[config.mk]
export PLATFORM = sky130hd
export DESIGN_NAME = rv32_core
export DESIGN_NICKNAME = d
export VERILOG_FILES = /design/src/hdl/rv32_pkg.sv /design/src/hdl/alu.sv /design/src/hdl/exec_stage.sv /design/src/hdl/fetch_unit.sv /design/src/hdl/instr_decoder.sv /design/src/hdl/register_file.sv /design/src/hdl/rv32_core.sv /design/src/hdl/store_unit.sv
export SDC_FILE = /design/constraint.sdc
export NUM_CORES = 2
export LEC_CHECK = 0
export ABC_AREA = 1
export BUFFER_PORTS_ARGS = -buffer_cell sky130_fd_sc_hd__buf_2
export CAP_MARGIN = 20
export CELL_PAD_IN_SITES_DETAIL_PLACEMENT = 1
export CELL_PAD_IN_SITES_GLOBAL_PLACEMENT = 2
export CORE_ASPECT_RATIO = 1.75
export CORE_MARGIN = 2
export CORE_UTILIZATION = 35
export CTS_BUF_LIST = sky130_fd_sc_hd__clkbuf_16
export DETAILED_ROUTE_END_ITERATION = 8
export PLACE_DENSITY_LB_ADDON = 0.3
export REMOVE_ABC_BUFFERS = 1
export SYNTH_ARGS = -nofsm -noshare
export SYNTH_HDL_FRONTEND = slang
export SYNTH_SLANG_ARGS = --single-unit
[constraint.sdc]
create_clock -name clk_i -period 8.12 [get_ports clk_i]
set_input_delay 0.406 -clock clk_i [delete_from_list [all_inputs] [get_ports clk_i]]
set_output_delay 0.406 -clock clk_i [all_outputs]
set_load 0.01 [all_outputs]
[src/hdl/rv32_pkg.sv]
package rv32_pkg;

  //////////////////////////////////////////////////////////
  // widths
  //////////////////////////////////////////////////////////
  localparam int XLEN       = 32;  // data and address
  localparam int REG_ADDR_W = 5;   // x0..x31

  // addi x0,x0,0
  localparam logic [XLEN-1:0] NOP_INSTR = 32'h0000_0013;

  // instruction field positions
  localparam int OPC_LSB = 0;
  localparam int OPC_W   = 7;
  localparam int RD_LSB  = 7;
  localparam int F3_LSB  = 12;
  localparam int F3_W    = 3;
  localparam int RS1_LSB = 15;
  localparam int RS2_LSB = 20;
  localparam int F7_LSB  = 25;
  localparam int F7_W    = 7;

  //////////////////////////////////////////////////////////
  // encodings
  //////////////////////////////////////////////////////////
  typedef enum logic [6:0] {
    OPC_OP     = 7'b0110011,  // reg-reg alu
    OPC_OP_IMM = 7'b0010011,  // reg-imm alu
    OPC_LUI    = 7'b0110111,
    OPC_STORE  = 7'b0100011   // only sw is kept
  } opcode_e;

  typedef enum logic [3:0] {
    ALU_ADD, ALU_SUB, ALU_AND, ALU_OR, ALU_XOR,
    ALU_SLT, ALU_SLTU, ALU_SLL, ALU_SRL, ALU_SRA
  } alu_op_e;

  // what ID/EX does with the word
  typedef enum logic [2:0] {
    CLS_ALU_REG, CLS_ALU_IMM, CLS_LUI, CLS_STORE, CLS_NOP
  } instr_class_e;

endpackage

[src/hdl/alu.sv]
`timescale 1ns/10ps

module alu (
  input  rv32_pkg::alu_op_e         op_i,
  input  logic [rv32_pkg::XLEN-1:0] operand_a_i,
  input  logic [rv32_pkg::XLEN-1:0] operand_b_i,
  output logic [rv32_pkg::XLEN-1:0] result_o
);

  logic [4:0] shamt;      // low 5 bits of b
  logic       lt_signed;
  logic       lt_unsigned;

  assign shamt       = operand_b_i[4:0];
  assign lt_signed   = $signed(operand_a_i) < $signed(operand_b_i);
  assign lt_unsigned = operand_a_i < operand_b_i;

  always_comb begin
    case (op_i)
      rv32_pkg::ALU_ADD:  result_o = operand_a_i + operand_b_i;
      rv32_pkg::ALU_SUB:  result_o = operand_a_i - operand_b_i;
      rv32_pkg::ALU_AND:  result_o = operand_a_i & operand_b_i;
      rv32_pkg::ALU_OR:   result_o = operand_a_i | operand_b_i;
      rv32_pkg::ALU_XOR:  result_o = operand_a_i ^ operand_b_i;
      // compares give 0 or 1
      rv32_pkg::ALU_SLT:  result_o = {{(rv32_pkg::XLEN-1){1'b0}}, lt_signed};
      rv32_pkg::ALU_SLTU: result_o = {{(rv32_pkg::XLEN-1){1'b0}}, lt_unsigned};
      rv32_pkg::ALU_SLL:  result_o = operand_a_i << shamt;
      rv32_pkg::ALU_SRL:  result_o = operand_a_i >> shamt;
      rv32_pkg::ALU_SRA:  result_o = $unsigned($signed(operand_a_i) >>> shamt); // sign fill
      default:            result_o = operand_a_i + operand_b_i;
    endcase
  end

endmodule

[src/hdl/exec_stage.sv]
`timescale 1ns/10ps

module exec_stage (
  input  logic                      clk_i,
  input  logic                      rst_i,
  // from fetch
  input  logic                      fetch_valid_i,
  input  logic [rv32_pkg::XLEN-1:0] fetch_instr_i,
  output logic                      exec_ready_o,
  // to store unit
  output logic                      st_valid_o,
  output logic [rv32_pkg::XLEN-1:0] st_addr_o,
  output logic [rv32_pkg::XLEN-1:0] st_data_o,
  input  logic                      st_ready_i
);

  rv32_pkg::instr_class_e          cls;
  rv32_pkg::alu_op_e               alu_op;
  logic [rv32_pkg::REG_ADDR_W-1:0] rs1, rs2, rd;
  logic [rv32_pkg::XLEN-1:0]       imm;
  logic [rv32_pkg::XLEN-1:0]       rs1_data, rs2_data;
  logic [rv32_pkg::XLEN-1:0]       operand_b;
  logic [rv32_pkg::XLEN-1:0]       alu_result;
  logic [rv32_pkg::XLEN-1:0]       wdata;
  logic                            is_store;
  logic                            writes_rd;
  logic                            fire;

  instr_decoder instr_decoder_i (
    .instr_i  ( fetch_instr_i ),
    .class_o  ( cls           ),
    .alu_op_o ( alu_op        ),
    .rs1_o    ( rs1           ),
    .rs2_o    ( rs2           ),
    .rd_o     ( rd            ),
    .imm_o    ( imm           )
  );

  register_file register_file_i (
    .clk_i     ( clk_i    ),
    .rst_i     ( rst_i    ),
    .raddr_a_i ( rs1      ),
    .raddr_b_i ( rs2      ),
    .rdata_a_o ( rs1_data ),
    .rdata_b_o ( rs2_data ),
    .waddr_i   ( rd       ),
    .wdata_i   ( wdata    ),
    .we_i      ( fire && writes_rd ) // written at the accepting edge
  );

  // reg-reg uses rs2, imm ops and store address use the immediate
  assign operand_b = (cls == rv32_pkg::CLS_ALU_REG) ? rs2_data : imm;

  alu alu_i (
    .op_i        ( alu_op     ),
    .operand_a_i ( rs1_data   ),
    .operand_b_i ( operand_b  ),
    .result_o    ( alu_result )
  );

  assign is_store  = (cls == rv32_pkg::CLS_STORE);
  assign writes_rd = (cls == rv32_pkg::CLS_ALU_REG) || (cls == rv32_pkg::CLS_ALU_IMM) ||
                     (cls == rv32_pkg::CLS_LUI);
  assign wdata     = (cls == rv32_pkg::CLS_LUI) ? imm : alu_result;

  // stall only on a store the store unit cannot take
  assign exec_ready_o = !(is_store && !st_ready_i);
  assign fire         = fetch_valid_i && exec_ready_o;

  assign st_valid_o = fetch_valid_i && is_store;
  assign st_addr_o  = alu_result;        // rs1 + S imm
  assign st_data_o  = rs2_data;

endmodule

[src/hdl/fetch_unit.sv]
`timescale 1ns/10ps

module fetch_unit #(
  parameter logic [rv32_pkg::XLEN-1:0] BOOT_ADDR = '0
) (
  input  logic                      clk_i,
  input  logic                      rst_i,
  // instruction port
  output logic                      instr_req_o,
  input  logic                      instr_gnt_i,
  input  logic                      instr_rvalid_i,
  output logic [rv32_pkg::XLEN-1:0] instr_addr_o,
  input  logic [rv32_pkg::XLEN-1:0] instr_rdata_i,
  // towards exec_stage
  output logic                      fetch_valid_o,
  output logic [rv32_pkg::XLEN-1:0] fetch_instr_o,
  input  logic                      exec_ready_i
);

  logic                      run_q;         // low in the first cycle of reset release
  logic [rv32_pkg::XLEN-1:0] pc_q;
  logic                      pending_q;     // granted, waiting for rvalid
  logic                      slot_valid_q;
  logic [rv32_pkg::XLEN-1:0] slot_instr_q;
  logic                      slot_free;
  logic                      req_acc;
  logic                      rvalid_ok;

  // slot empty, or handed to exec this cycle
  assign slot_free    = !slot_valid_q || exec_ready_i;
  assign instr_req_o  = run_q && !pending_q && slot_free;
  assign instr_addr_o = pc_q;                     // stable until gnt
  assign req_acc      = instr_req_o && instr_gnt_i;
  assign rvalid_ok    = instr_rvalid_i && pending_q;

  always_ff @(posedge clk_i) begin
    if (rst_i) begin
      run_q     <= 1'b0;
      pc_q      <= BOOT_ADDR;
      pending_q <= 1'b0;
    end else begin
      run_q <= 1'b1;
      if (req_acc) begin
        pc_q      <= pc_q + 32'd4;                // sequential only, no jumps
        pending_q <= 1'b1;
      end else if (rvalid_ok) begin
        pending_q <= 1'b0;
      end
    end
  end

  // one-entry slot, refilled only by the rvalid of our own request
  always_ff @(posedge clk_i) begin
    if (rst_i) begin
      slot_valid_q <= 1'b0;
    end else if (rvalid_ok) begin
      slot_valid_q <= 1'b1;
    end else if (exec_ready_i) begin
      slot_valid_q <= 1'b0;                       // consumed
    end
  end

  always_ff @(posedge clk_i) begin
    if (rvalid_ok) begin
      slot_instr_q <= instr_rdata_i;
    end
  end

  assign fetch_valid_o = slot_valid_q;
  // empty slot shows a nop so decode never sees stale bits
  assign fetch_instr_o = slot_valid_q ? slot_instr_q : rv32_pkg::NOP_INSTR;

endmodule

[src/hdl/instr_decoder.sv]
`timescale 1ns/10ps

module instr_decoder (
  input  logic [rv32_pkg::XLEN-1:0]       instr_i,
  output rv32_pkg::instr_class_e          class_o,
  output rv32_pkg::alu_op_e               alu_op_o,
  output logic [rv32_pkg::REG_ADDR_W-1:0] rs1_o,
  output logic [rv32_pkg::REG_ADDR_W-1:0] rs2_o,
  output logic [rv32_pkg::REG_ADDR_W-1:0] rd_o,
  output logic [rv32_pkg::XLEN-1:0]       imm_o
);

  logic [rv32_pkg::OPC_W-1:0] opcode;
  logic [rv32_pkg::F3_W-1:0]  f3;
  logic [rv32_pkg::F7_W-1:0]  f7;
  logic [rv32_pkg::XLEN-1:0]  imm_i_type;
  logic [rv32_pkg::XLEN-1:0]  imm_s_type;
  logic [rv32_pkg::XLEN-1:0]  imm_u_type;
  logic                       f7_zero;
  logic                       f7_alt;     // the sub/sra pattern

  assign opcode = instr_i[rv32_pkg::OPC_LSB +: rv32_pkg::OPC_W];
  assign f3     = instr_i[rv32_pkg::F3_LSB +: rv32_pkg::F3_W];
  assign f7     = instr_i[rv32_pkg::F7_LSB +: rv32_pkg::F7_W];
  assign rd_o   = instr_i[rv32_pkg::RD_LSB +: rv32_pkg::REG_ADDR_W];
  assign rs1_o  = instr_i[rv32_pkg::RS1_LSB +: rv32_pkg::REG_ADDR_W];
  assign rs2_o  = instr_i[rv32_pkg::RS2_LSB +: rv32_pkg::REG_ADDR_W];

  assign f7_zero = (f7 == 7'b0000000);
  assign f7_alt  = (f7 == 7'b0100000);

  assign imm_i_type = {{20{instr_i[31]}}, instr_i[31:20]};
  assign imm_s_type = {{20{instr_i[31]}}, instr_i[31:25], instr_i[11:7]};
  assign imm_u_type = {instr_i[31:12], 12'b0};

  // funct3 to alu op, alt picks sub or sra
  function automatic rv32_pkg::alu_op_e alu_op_f(input logic [2:0] fn3, input logic alt);
    rv32_pkg::alu_op_e op;
    case (fn3)
      3'b000:  op = alt ? rv32_pkg::ALU_SUB : rv32_pkg::ALU_ADD;
      3'b001:  op = rv32_pkg::ALU_SLL;
      3'b010:  op = rv32_pkg::ALU_SLT;
      3'b011:  op = rv32_pkg::ALU_SLTU;
      3'b100:  op = rv32_pkg::ALU_XOR;
      3'b101:  op = alt ? rv32_pkg::ALU_SRA : rv32_pkg::ALU_SRL;
      3'b110:  op = rv32_pkg::ALU_OR;
      default: op = rv32_pkg::ALU_AND;
    endcase
    return op;
  endfunction

  always_comb begin
    class_o  = rv32_pkg::CLS_NOP;   // anything unknown
    alu_op_o = rv32_pkg::ALU_ADD;   // store address uses add too
    imm_o    = '0;
    case (opcode)
      rv32_pkg::OPC_OP: begin
        if (f7_zero || (f7_alt && (f3 == 3'b000 || f3 == 3'b101))) begin
          class_o  = rv32_pkg::CLS_ALU_REG;
          alu_op_o = alu_op_f(f3, f7_alt);
        end
      end
      rv32_pkg::OPC_OP_IMM: begin
        imm_o = imm_i_type;
        // shift immediates carry a funct7 of their own
        if (!((f3 == 3'b001 && !f7_zero) || (f3 == 3'b101 && !f7_zero && !f7_alt))) begin
          class_o  = rv32_pkg::CLS_ALU_IMM;
          alu_op_o = alu_op_f(f3, (f3 == 3'b101) && f7_alt);
        end
      end
      rv32_pkg::OPC_LUI: begin
        class_o = rv32_pkg::CLS_LUI;
        imm_o   = imm_u_type;
      end
      rv32_pkg::OPC_STORE: begin
        imm_o = imm_s_type;
        if (f3 == 3'b010) begin             // sw only
          class_o = rv32_pkg::CLS_STORE;
        end
      end
      default: ;
    endcase
  end

endmodule

[src/hdl/register_file.sv]
`timescale 1ns/10ps

module register_file (
  input  logic                            clk_i,
  input  logic                            rst_i,
  input  logic [rv32_pkg::REG_ADDR_W-1:0] raddr_a_i,
  input  logic [rv32_pkg::REG_ADDR_W-1:0] raddr_b_i,
  output logic [rv32_pkg::XLEN-1:0]       rdata_a_o,
  output logic [rv32_pkg::XLEN-1:0]       rdata_b_o,
  input  logic [rv32_pkg::REG_ADDR_W-1:0] waddr_i,
  input  logic [rv32_pkg::XLEN-1:0]       wdata_i,
  input  logic                            we_i
);

  logic [rv32_pkg::XLEN-1:0] regs_q [1:31];  // no storage behind x0

  always_ff @(posedge clk_i) begin
    if (rst_i) begin
      for (int i = 1; i < 32; i++) begin
        regs_q[i] <= '0;
      end
    end else if (we_i && waddr_i != '0) begin  // x0 writes dropped
      regs_q[waddr_i] <= wdata_i;
    end
  end

  // async read, write lands at the edge so next instr sees it
  assign rdata_a_o = (raddr_a_i == '0) ? '0 : regs_q[raddr_a_i];
  assign rdata_b_o = (raddr_b_i == '0) ? '0 : regs_q[raddr_b_i];

endmodule

[src/hdl/rv32_core.sv]
`timescale 1ns/10ps

module rv32_core #(
  parameter logic [rv32_pkg::XLEN-1:0] BOOT_ADDR = 32'h0000_0080
) (
  input  logic                      clk_i,
  input  logic                      rst_i,
  // instruction port
  output logic                      instr_req_o,
  input  logic                      instr_gnt_i,
  input  logic                      instr_rvalid_i,
  output logic [rv32_pkg::XLEN-1:0] instr_addr_o,
  input  logic [rv32_pkg::XLEN-1:0] instr_rdata_i,
  // data port
  output logic                      data_req_o,
  input  logic                      data_gnt_i,
  output logic [rv32_pkg::XLEN-1:0] data_addr_o,
  output logic [rv32_pkg::XLEN-1:0] data_wdata_o
);

  logic                      fetch_valid;
  logic [rv32_pkg::XLEN-1:0] fetch_instr;
  logic                      exec_ready;
  logic                      st_valid;
  logic [rv32_pkg::XLEN-1:0] st_addr;
  logic [rv32_pkg::XLEN-1:0] st_data;
  logic                      st_ready;

  ////////////////////////////////////////////////////////////
  // fetch
  ////////////////////////////////////////////////////////////
  fetch_unit #(
    .BOOT_ADDR ( BOOT_ADDR )
  ) fetch_unit_i (
    .clk_i          ( clk_i          ),
    .rst_i          ( rst_i          ),
    .instr_req_o    ( instr_req_o    ),
    .instr_gnt_i    ( instr_gnt_i    ),
    .instr_rvalid_i ( instr_rvalid_i ),
    .instr_addr_o   ( instr_addr_o   ),
    .instr_rdata_i  ( instr_rdata_i  ),
    .fetch_valid_o  ( fetch_valid    ),
    .fetch_instr_o  ( fetch_instr    ),
    .exec_ready_i   ( exec_ready     )  // backpressure from stores
  );

  ////////////////////////////////////////////////////////////
  // decode, execute, writeback
  ////////////////////////////////////////////////////////////
  exec_stage exec_stage_i (
    .clk_i         ( clk_i       ),
    .rst_i         ( rst_i       ),
    .fetch_valid_i ( fetch_valid ),
    .fetch_instr_i ( fetch_instr ),
    .exec_ready_o  ( exec_ready  ),
    .st_valid_o    ( st_valid    ),
    .st_addr_o     ( st_addr     ),
    .st_data_o     ( st_data     ),
    .st_ready_i    ( st_ready    )
  );

  ////////////////////////////////////////////////////////////
  // stores out to data memory
  ////////////////////////////////////////////////////////////
  store_unit store_unit_i (
    .clk_i        ( clk_i        ),
    .rst_i        ( rst_i        ),
    .st_valid_i   ( st_valid     ),
    .st_addr_i    ( st_addr      ),
    .st_data_i    ( st_data      ),
    .st_ready_o   ( st_ready     ),
    .data_req_o   ( data_req_o   ),
    .data_gnt_i   ( data_gnt_i   ),
    .data_addr_o  ( data_addr_o  ),
    .data_wdata_o ( data_wdata_o )
  );

endmodule

[src/hdl/store_unit.sv]
`timescale 1ns/10ps

module store_unit (
  input  logic                      clk_i,
  input  logic                      rst_i,
  // from exec stage
  input  logic                      st_valid_i,
  input  logic [rv32_pkg::XLEN-1:0] st_addr_i,
  input  logic [rv32_pkg::XLEN-1:0] st_data_i,
  output logic                      st_ready_o,
  // data port, word writes only
  output logic                      data_req_o,
  input  logic                      data_gnt_i,
  output logic [rv32_pkg::XLEN-1:0] data_addr_o,
  output logic [rv32_pkg::XLEN-1:0] data_wdata_o
);

  logic                      full_q;
  logic [rv32_pkg::XLEN-1:0] addr_q;
  logic [rv32_pkg::XLEN-1:0] data_q;
  logic                      accept;

  assign st_ready_o = !full_q || data_gnt_i;  // empty, or leaving this cycle
  assign accept     = st_valid_i && st_ready_o;

  always_ff @(posedge clk_i) begin
    if (rst_i) begin
      full_q <= 1'b0;
    end else if (accept) begin
      full_q <= 1'b1;                         // also covers grant plus refill
    end else if (data_gnt_i) begin
      full_q <= 1'b0;
    end
  end

  always_ff @(posedge clk_i) begin
    if (accept) begin
      addr_q <= st_addr_i;
      data_q <= st_data_i;
    end
  end

  // held until granted
  assign data_req_o   = full_q;
  assign data_addr_o  = addr_q;
  assign data_wdata_o = data_q;

endmodule

* Yosys cells after proc, flatten, opt, wreduce, memory -nomap -nowiden
Memory sizes are Yosys's and may differ from the RTL's.
Index checks and enable logic that the tools add are counted.
** Storage, ports and cells
- Memories kept :: 1
- Flip-flop bits (word level) :: 132
- Logic and storage cells :: 117
- Bits of input ports :: 37
- Bits in writable memories :: 992
** Operators by class
- Shifts and indexed selects :: 3
- Add/sub/neg operators :: 3
- Multiplexer cells :: 35
- Bitwise gates (word level) :: 3
- Order comparisons :: 2
- Reductions and logical operators :: 38
- Equality and inequality tests :: 24
** Memory list
- exec_stage_i.register_file_i.regs_q :: words 31, bits a word 32, rd ports 2, clocked after Yosys merged registers in 0, write ports 31, RTL line register_file.sv:15 : logic [rv32_pkg::XLEN-1:0] regs_q [1:31];
** Operator list (number)
- case mux 32 bit (9 select lines) :: 1
- 2-to-1 mux 32 bit :: 6
- case mux 32 bit (3 select lines) :: 1
- < comparator 32 bit :: 2
- case mux 4 bit (7 select lines) :: 2
- adder 32 x 3 -> 32 bit, second input constant :: 1
- adder 32 bit :: 1
- bitwise AND 32 bit :: 1
- OR 32 bit :: 1
- OR reduction 32 bit :: 1
- left shift 32 x 5 -> 32 bit :: 1
- >> shifter 32 x 5 -> 32 bit :: 1
- >>> shifter 32 x 5 -> 32 bit :: 1
- subtractor 32 bit :: 1
- bitwise XOR 32 bit :: 1
- equality test 7 x 6 -> 1 bit, second input constant :: 4
- 2-to-1 mux 1 bit :: 17
- equality test 4 x 3 -> 1 bit, second input constant :: 4
- logical AND 1 bit :: 15
- equality test 3 x 2 -> 1 bit, second input constant :: 4
- case mux 3 bit (4 select lines) :: 1
- zero test 5 bit :: 2
- equality test 3 bit, second input constant :: 3
- 2-to-1 mux 3 bit :: 3
- 15 further kinds :: 33

* Longest topological paths before layout
- Depth after elaboration :: 19
- Gate-level depth with buffers :: 39
- Gate-level depth less buffers :: 33

* By module
A second synthesis with hierarchy kept.
** Second synthesis, totals
- Cell total of the unflattened synthesis :: 10055
- Area, all modules :: 73125.1 sq um
** Modules (own cells, without submodules)
- register_file :: area an instance 56511.7 sq um, cells an instance 7249, instances 1, sequential area each 30749.5 sq um
- alu :: area an instance 9631.7 sq um, cells an instance 1973, instances 1, sequential area each 0.0 sq um
- fetch_unit :: area an instance 3123.0 sq um, cells an instance 391, instances 1, sequential area each 1621.6 sq um
- store_unit :: area an instance 1969.4 sq um, cells an instance 70, instances 1, sequential area each 1941.9 sq um
- exec_stage :: area an instance 1061.0 sq um, cells an instance 227, instances 1, sequential area each 0.0 sq um
- instr_decoder :: area an instance 828.3 sq um, cells an instance 145, instances 1, sequential area each 0.0 sq um

* Least setup slack after synthesis
No wires, ideal clock.
- Kind :: reg-to-reg
- From :: register fetch_unit_i.slot_instr_q[2] (netlist bit)
- To :: register store_unit_i.addr_q (netlist bit store_unit_i.data_addr_o[0]), enable pin
- Cell stages (with the launch flop) :: 4
- Setup slack :: 2278 ps
- Data required time :: 7555 ps
- Data arrival time :: 5277 ps
- Buffers on the path :: 0
- Cell sequence :: edfxtp_1 > nor3_1 > nand2_1 > nor3_1
** Between the ends
- Longest elaborated chain between the ends :: 6
- Elaborated cells on any way between the ends :: 9
** Ends and longest elaborated chain
- from (decl) :: RTL line fetch_unit.sv:24 : logic [rv32_pkg::XLEN-1:0] slot_instr_q;
- from (signal assigned) :: RTL line fetch_unit.sv:65 : slot_instr_q <= instr_rdata_i;
- 2-to-1 mux 32 bit (*) :: RTL line fetch_unit.sv:71 : assign fetch_instr_o = slot_valid_q ? slot_instr_q : rv32_pkg::NOP_INSTR;
- equality test 7 x 6 -> 1 bit or equality test 7 x 5 -> 1 bit (tied branches) :: RTL line instr_decoder.sv:56 : case (opcode)
- case mux 3 bit (4 select lines) (*) :: RTL line instr_decoder.sv:56
- equality test 3 x 2 -> 1 bit (*) :: RTL line exec_stage.sv:61 : assign is_store = (cls == rv32_pkg::CLS_STORE);
- logical AND 1 bit (*) :: RTL line exec_stage.sv:70 : assign st_valid_o = fetch_valid_i && is_store;
- logical AND 1 bit (*) :: RTL line store_unit.sv:24 : assign accept = st_valid_i && st_ready_o;
- net store_unit_i.accept :: RTL line store_unit.sv:21 : logic accept;
- to (signal assigned) :: RTL line store_unit.sv:38 : addr_q <= st_addr_i;
- to (decl) :: RTL line store_unit.sv:19 : logic [rv32_pkg::XLEN-1:0] addr_q;
The timed path passes the listed nets; every way through them passes the cells marked *.
A chain may end at the register's enable or synchronous reset.

==> flow_summary_export.csv <==
group,metric,value,unit
placement,place_ws,666,ps
synthesis,async_flop_share,0,
run_status,status,"finished, final reports clean",
clock_network,cts_setup_buffers,0,
final_layout,nNetsFinal,9411,
clock_network,cts_hold_buf,34,
placement,io_buffers,132,
worst_setup_path,r2r_slack,350,ps
timing,grt_setup_unrepaired,"false",
placement,dpl.hpwl,263,mm
route,num_vias,74608,
synthesis,yosys.area.top_type,"edfxtp_1",
synthesis,ys_seq_area_frac,0.479,
worst_setup_path,end_kind,"flip-flop",
final_layout,instances_no_fill,12039,
clock_network,clkTransAtPathRegs,70,ps
synthesis,synth_area_leaders,"edfxtp_1 (47%), nand2_1 (15%), nand3_1 (12%), a21oi_1 (6.1%), nor2_1 (4.7%)",
timing,tightestPinTransition,1230,ps
final_layout,layout-drive-gt1-share,0.0958,
clock_network,clockRootBuffer,"clkbuf_16",
clock_network,cts-buffers-inserted,118,
grt,grt_pass1_vias,75789,
synthesis,synth_ff_type,"edfxtp_1",
route,drt_iter0_markers,8258,
route,ant_nets,0,
worst_setup_path,worstPathArrival,8270,ps
timing,finalCriticalPeriod,7770,ps
worst_setup_path,crit_end,"exec_stage_i.register_file_i.regs_q[23][21]$_SDFFCE_PN0P_",
worst_setup_path,r2r_start,"fetch_unit_i.fetch_valid_o$_SDFFE_PP0P_",
placement,gp_congestion,1.02,
power_and_ir_drop,max-vdd-ir-drop,251,uV
placement,dp_cells,11769,
grt,antenna_found_initial,27,
clock_network,clockBufferDepth,3,
timing,hold_viol,0,
synthesis,synthCells,9370,
synthesis,synth_top_area_frac,0.469,
min_path,hold_depth,3,
worst_setup_path,cp_max_fo,32,
floorplan,fp.dieArea,209000,um^2
route,wirelength,407,mm
synthesis,synthesis.area,71700,um^2
synthesis,synth_most_common_cell,"nand2_1",
timing,fin_crit_sh,0.957,
job,maxCapViolations,0,
clock_network,clk_latency,850,ps
synthesis,yosys_warnings,0,
timing,finalClockSkew,103,ps
timing,finalWorstSetupSlack,347,ps
clock_network,ctsResizeCount,0,
floorplan,fp-row-count,219,
grt,grt_use_total,0.380,
floorplan,chipWidth,346,um
timing,max_freq,0.129,GHz
worst_setup_path,r2r_end,"exec_stage_i.register_file_i.regs_q[23][21]$_SDFFCE_PN0P_",
timing,finalMaxSlewViolations,0,
grt,globalRouteOverflowTotal,0,
floorplan,die_h,603,um
floorplan,start_util,0.352,
min_path,hold_class,"input pin to flip-flop",
synthesis,synth_common_cells,"nand2_1 (2793), nand3_1 (1684), edfxtp_1 (1120)",
route,vias_per_cell,6.20,
grt,grt_max_degree,150,
clock_network,cts_sinks,1154,
floorplan,coreArea,204000,um^2
power_and_ir_drop,p_leak,31.7,nW
worst_setup_path,critPathLaunchType,"flip-flop",
synthesis,ys_types,64,
timing,slew_headroom,0.176,
worst_setup_path,startpoint,"fetch_unit_i.fetch_valid_o$_SDFFE_PP0P_",
clock_network,htreeDepth,3,
floorplan,ios,135,
power_and_ir_drop,powerDensity,177,nW/um^2
synthesis,syn_area_per_cell,7.65,um^2
final_layout,area_growth,12.1,%
grt,grt_pass1_wl,566,mm
synthesis,ys_ff_latch,1154,
worst_setup_path,worstPathRequired,8610,ps
worst_setup_path,rr_worst_depth,24,
route,drc,0,
timing,setup_violations,0,
route,drt_first_pass_iters,6,
clock_network,cts_tree,"done",
worst_setup_path,crit_type,"flip-flop to flip-flop",
route,post_drt_wl_per_cell,33.8,um
synthesis,synth_enable_flop_cells,1120,
==> through the flow <==
| stage | total power [mW] | hold slack (ps) | setup TNS [ps] | cell area (um^2) | utilization |
|---|---|---|---|---|---|
| floorplan | 7.69 | 467 | -6985670 | 68300 | - |
| global placement | 8.49 | 436 | 0 | 75900 | 0.373 |
| detailed placement | 8.52 | 438 | 0 | 76000 | 0.373 |
| CTS | 14.2 | 124 | 0 | 80300 | 0.394 |
| global route | 14.5 | 199 | 0 | 80300 | 0.395 |
| finish | 14.2 | 171 | 0 | 80400 | 0.395 |
==> worst min-delay path by stage <==
stage / start / to / slack, ps
CTS: instr_gnt_i / fetch_unit_i.pending_q$_SDFFE_PP0P_ / 120
finish: instr_gnt_i / fetch_unit_i.pending_q$_SDFFE_PP0P_ / 170
global placement: fetch_unit_i.instr_addr_o[31]$_SDFFE_PP0P_ / fetch_unit_i.instr_addr_o[31]$_SDFFE_PP0P_ / 440
floorplan: fetch_unit_i.pending_q$_SDFFE_PP0P_ / fetch_unit_i.pending_q$_SDFFE_PP0P_ / 470
global route: rst_i / store_unit_i.data_req_o$_SDFFE_PP0P_ / 200
detailed placement: fetch_unit_i.instr_addr_o[31]$_SDFFE_PP0P_ / fetch_unit_i.instr_addr_o[31]$_SDFFE_PP0P_ / 440
==> worst max-delay path, cell delays in order (launching register included) <==
cell and delay (ps):
dfxtp_4 840, nand2_4 480, inv_4 620, buf_4 380, nand3_1 140, a21oi_1 390
o21ai_0 170, o21ai_0 270, ha_1 440, a21oi_1 160, o21ai_0 170, nand2_1 100
nand2_1 50, o21bai_1 250, a21oi_1 410, inv_1 180, a21oi_1 500, o21ai_0 360
or2_2 360, nand3_1 70, nand2_1 60, nor2_1 80, nand2_1 90, nand3_2 620
a21oi_1 150
==> power by group <==
part / total (mW) / switching, mW / internal [mW]
combinational: 1.65 / 1.26 / 0.390
sequential: 6.82 / 0.108 / 6.71
clock: 5.76 / 2.70 / 3.06
==> cells in the final DEF, fill, tap and decap left out, types with 12 or more instances in the layout <==
cell / n
dfxtp_1: 33
nor3_1: 30
o21ai_1: 29
buf_12: 58
edfxtp_1: 1120
nor2_1: 896
clkinv_1: 25
dlygate4sd3_1: 34
ha_1: 98
buf_4: 300
nand3_1: 1683
inv_2: 66
nor2_2: 36
nand4_1: 29
a21boi_0: 33
a211oi_1: 12
nand2_1: 2754
clkinv_2: 33
clkbuf_16: 119
conb_1: 34
nand2_2: 45
buf_2: 132
xor2_1: 19
nand3_2: 23
o211ai_1: 77
inv_1: 388
a21oi_1: 871
o21ai_0: 189
bufinv_16: 12
o22ai_1: 43
o221ai_1: 13
==> kinds of logic (layout without fill, tap and decap cells) <==
kind of cell               count (synthesis)  after routing  share of synthesized area
adders and majority gates                100            100                     0.0177
buffers and inverters                   1229           1203                     0.0732
DFF                                     1154           1154                      0.479
other                                      1             44                  0.0000523
AOI/OAI and AO/OA                       1319           1319                      0.100
xor gates and xnor gates                  21             21                    0.00257
and+or+nand+nor                         5546           5546                      0.328
==> flip-flops by register name (all words and copies together), names as in the netlist <==
register,flops
exec_stage_i.register_file_i.regs_q,1024
store_unit_i.data_req_o,1
fetch_unit_i.slot_instr_q,32
store_unit_i.data_wdata_o,32
fetch_unit_i.run_q,1
fetch_unit_i.fetch_valid_o,1
fetch_unit_i.pending_q,1
store_unit_i.data_addr_o,32
fetch_unit_i.instr_addr_o,30
==> layer usage <==
| metal | GRT usage | routed length, um | part of all wire | vias to the layer above |
|---|---|---|---|---|
| met4 | 0.317 | 39500 | 0.097 | 14 |
| li1 | - | - | - | 31407 |
| met2 | 0.624 | 189000 | 0.46 | 4250 |
| met5 | 0 | 97 | 0.00024 | - |
| met3 | 0.0754 | 36800 | 0.091 | 1536 |
| met1 | 0.426 | 141000 | 0.35 | 37401 |
==> layout make-up <==
class                   instances  area, um^2
fillers                     24601      123000
flip-flops and latches       1154       34300
multi-input cells            7020       32500
repair buffers                530        4580
well taps                    2652        3320
clock buffers                 119        2980
inverters                     450        1740
clock inverters               104         933
diodes                         10        25.0
Note: power is estimated with default switching activity, not from simulation.
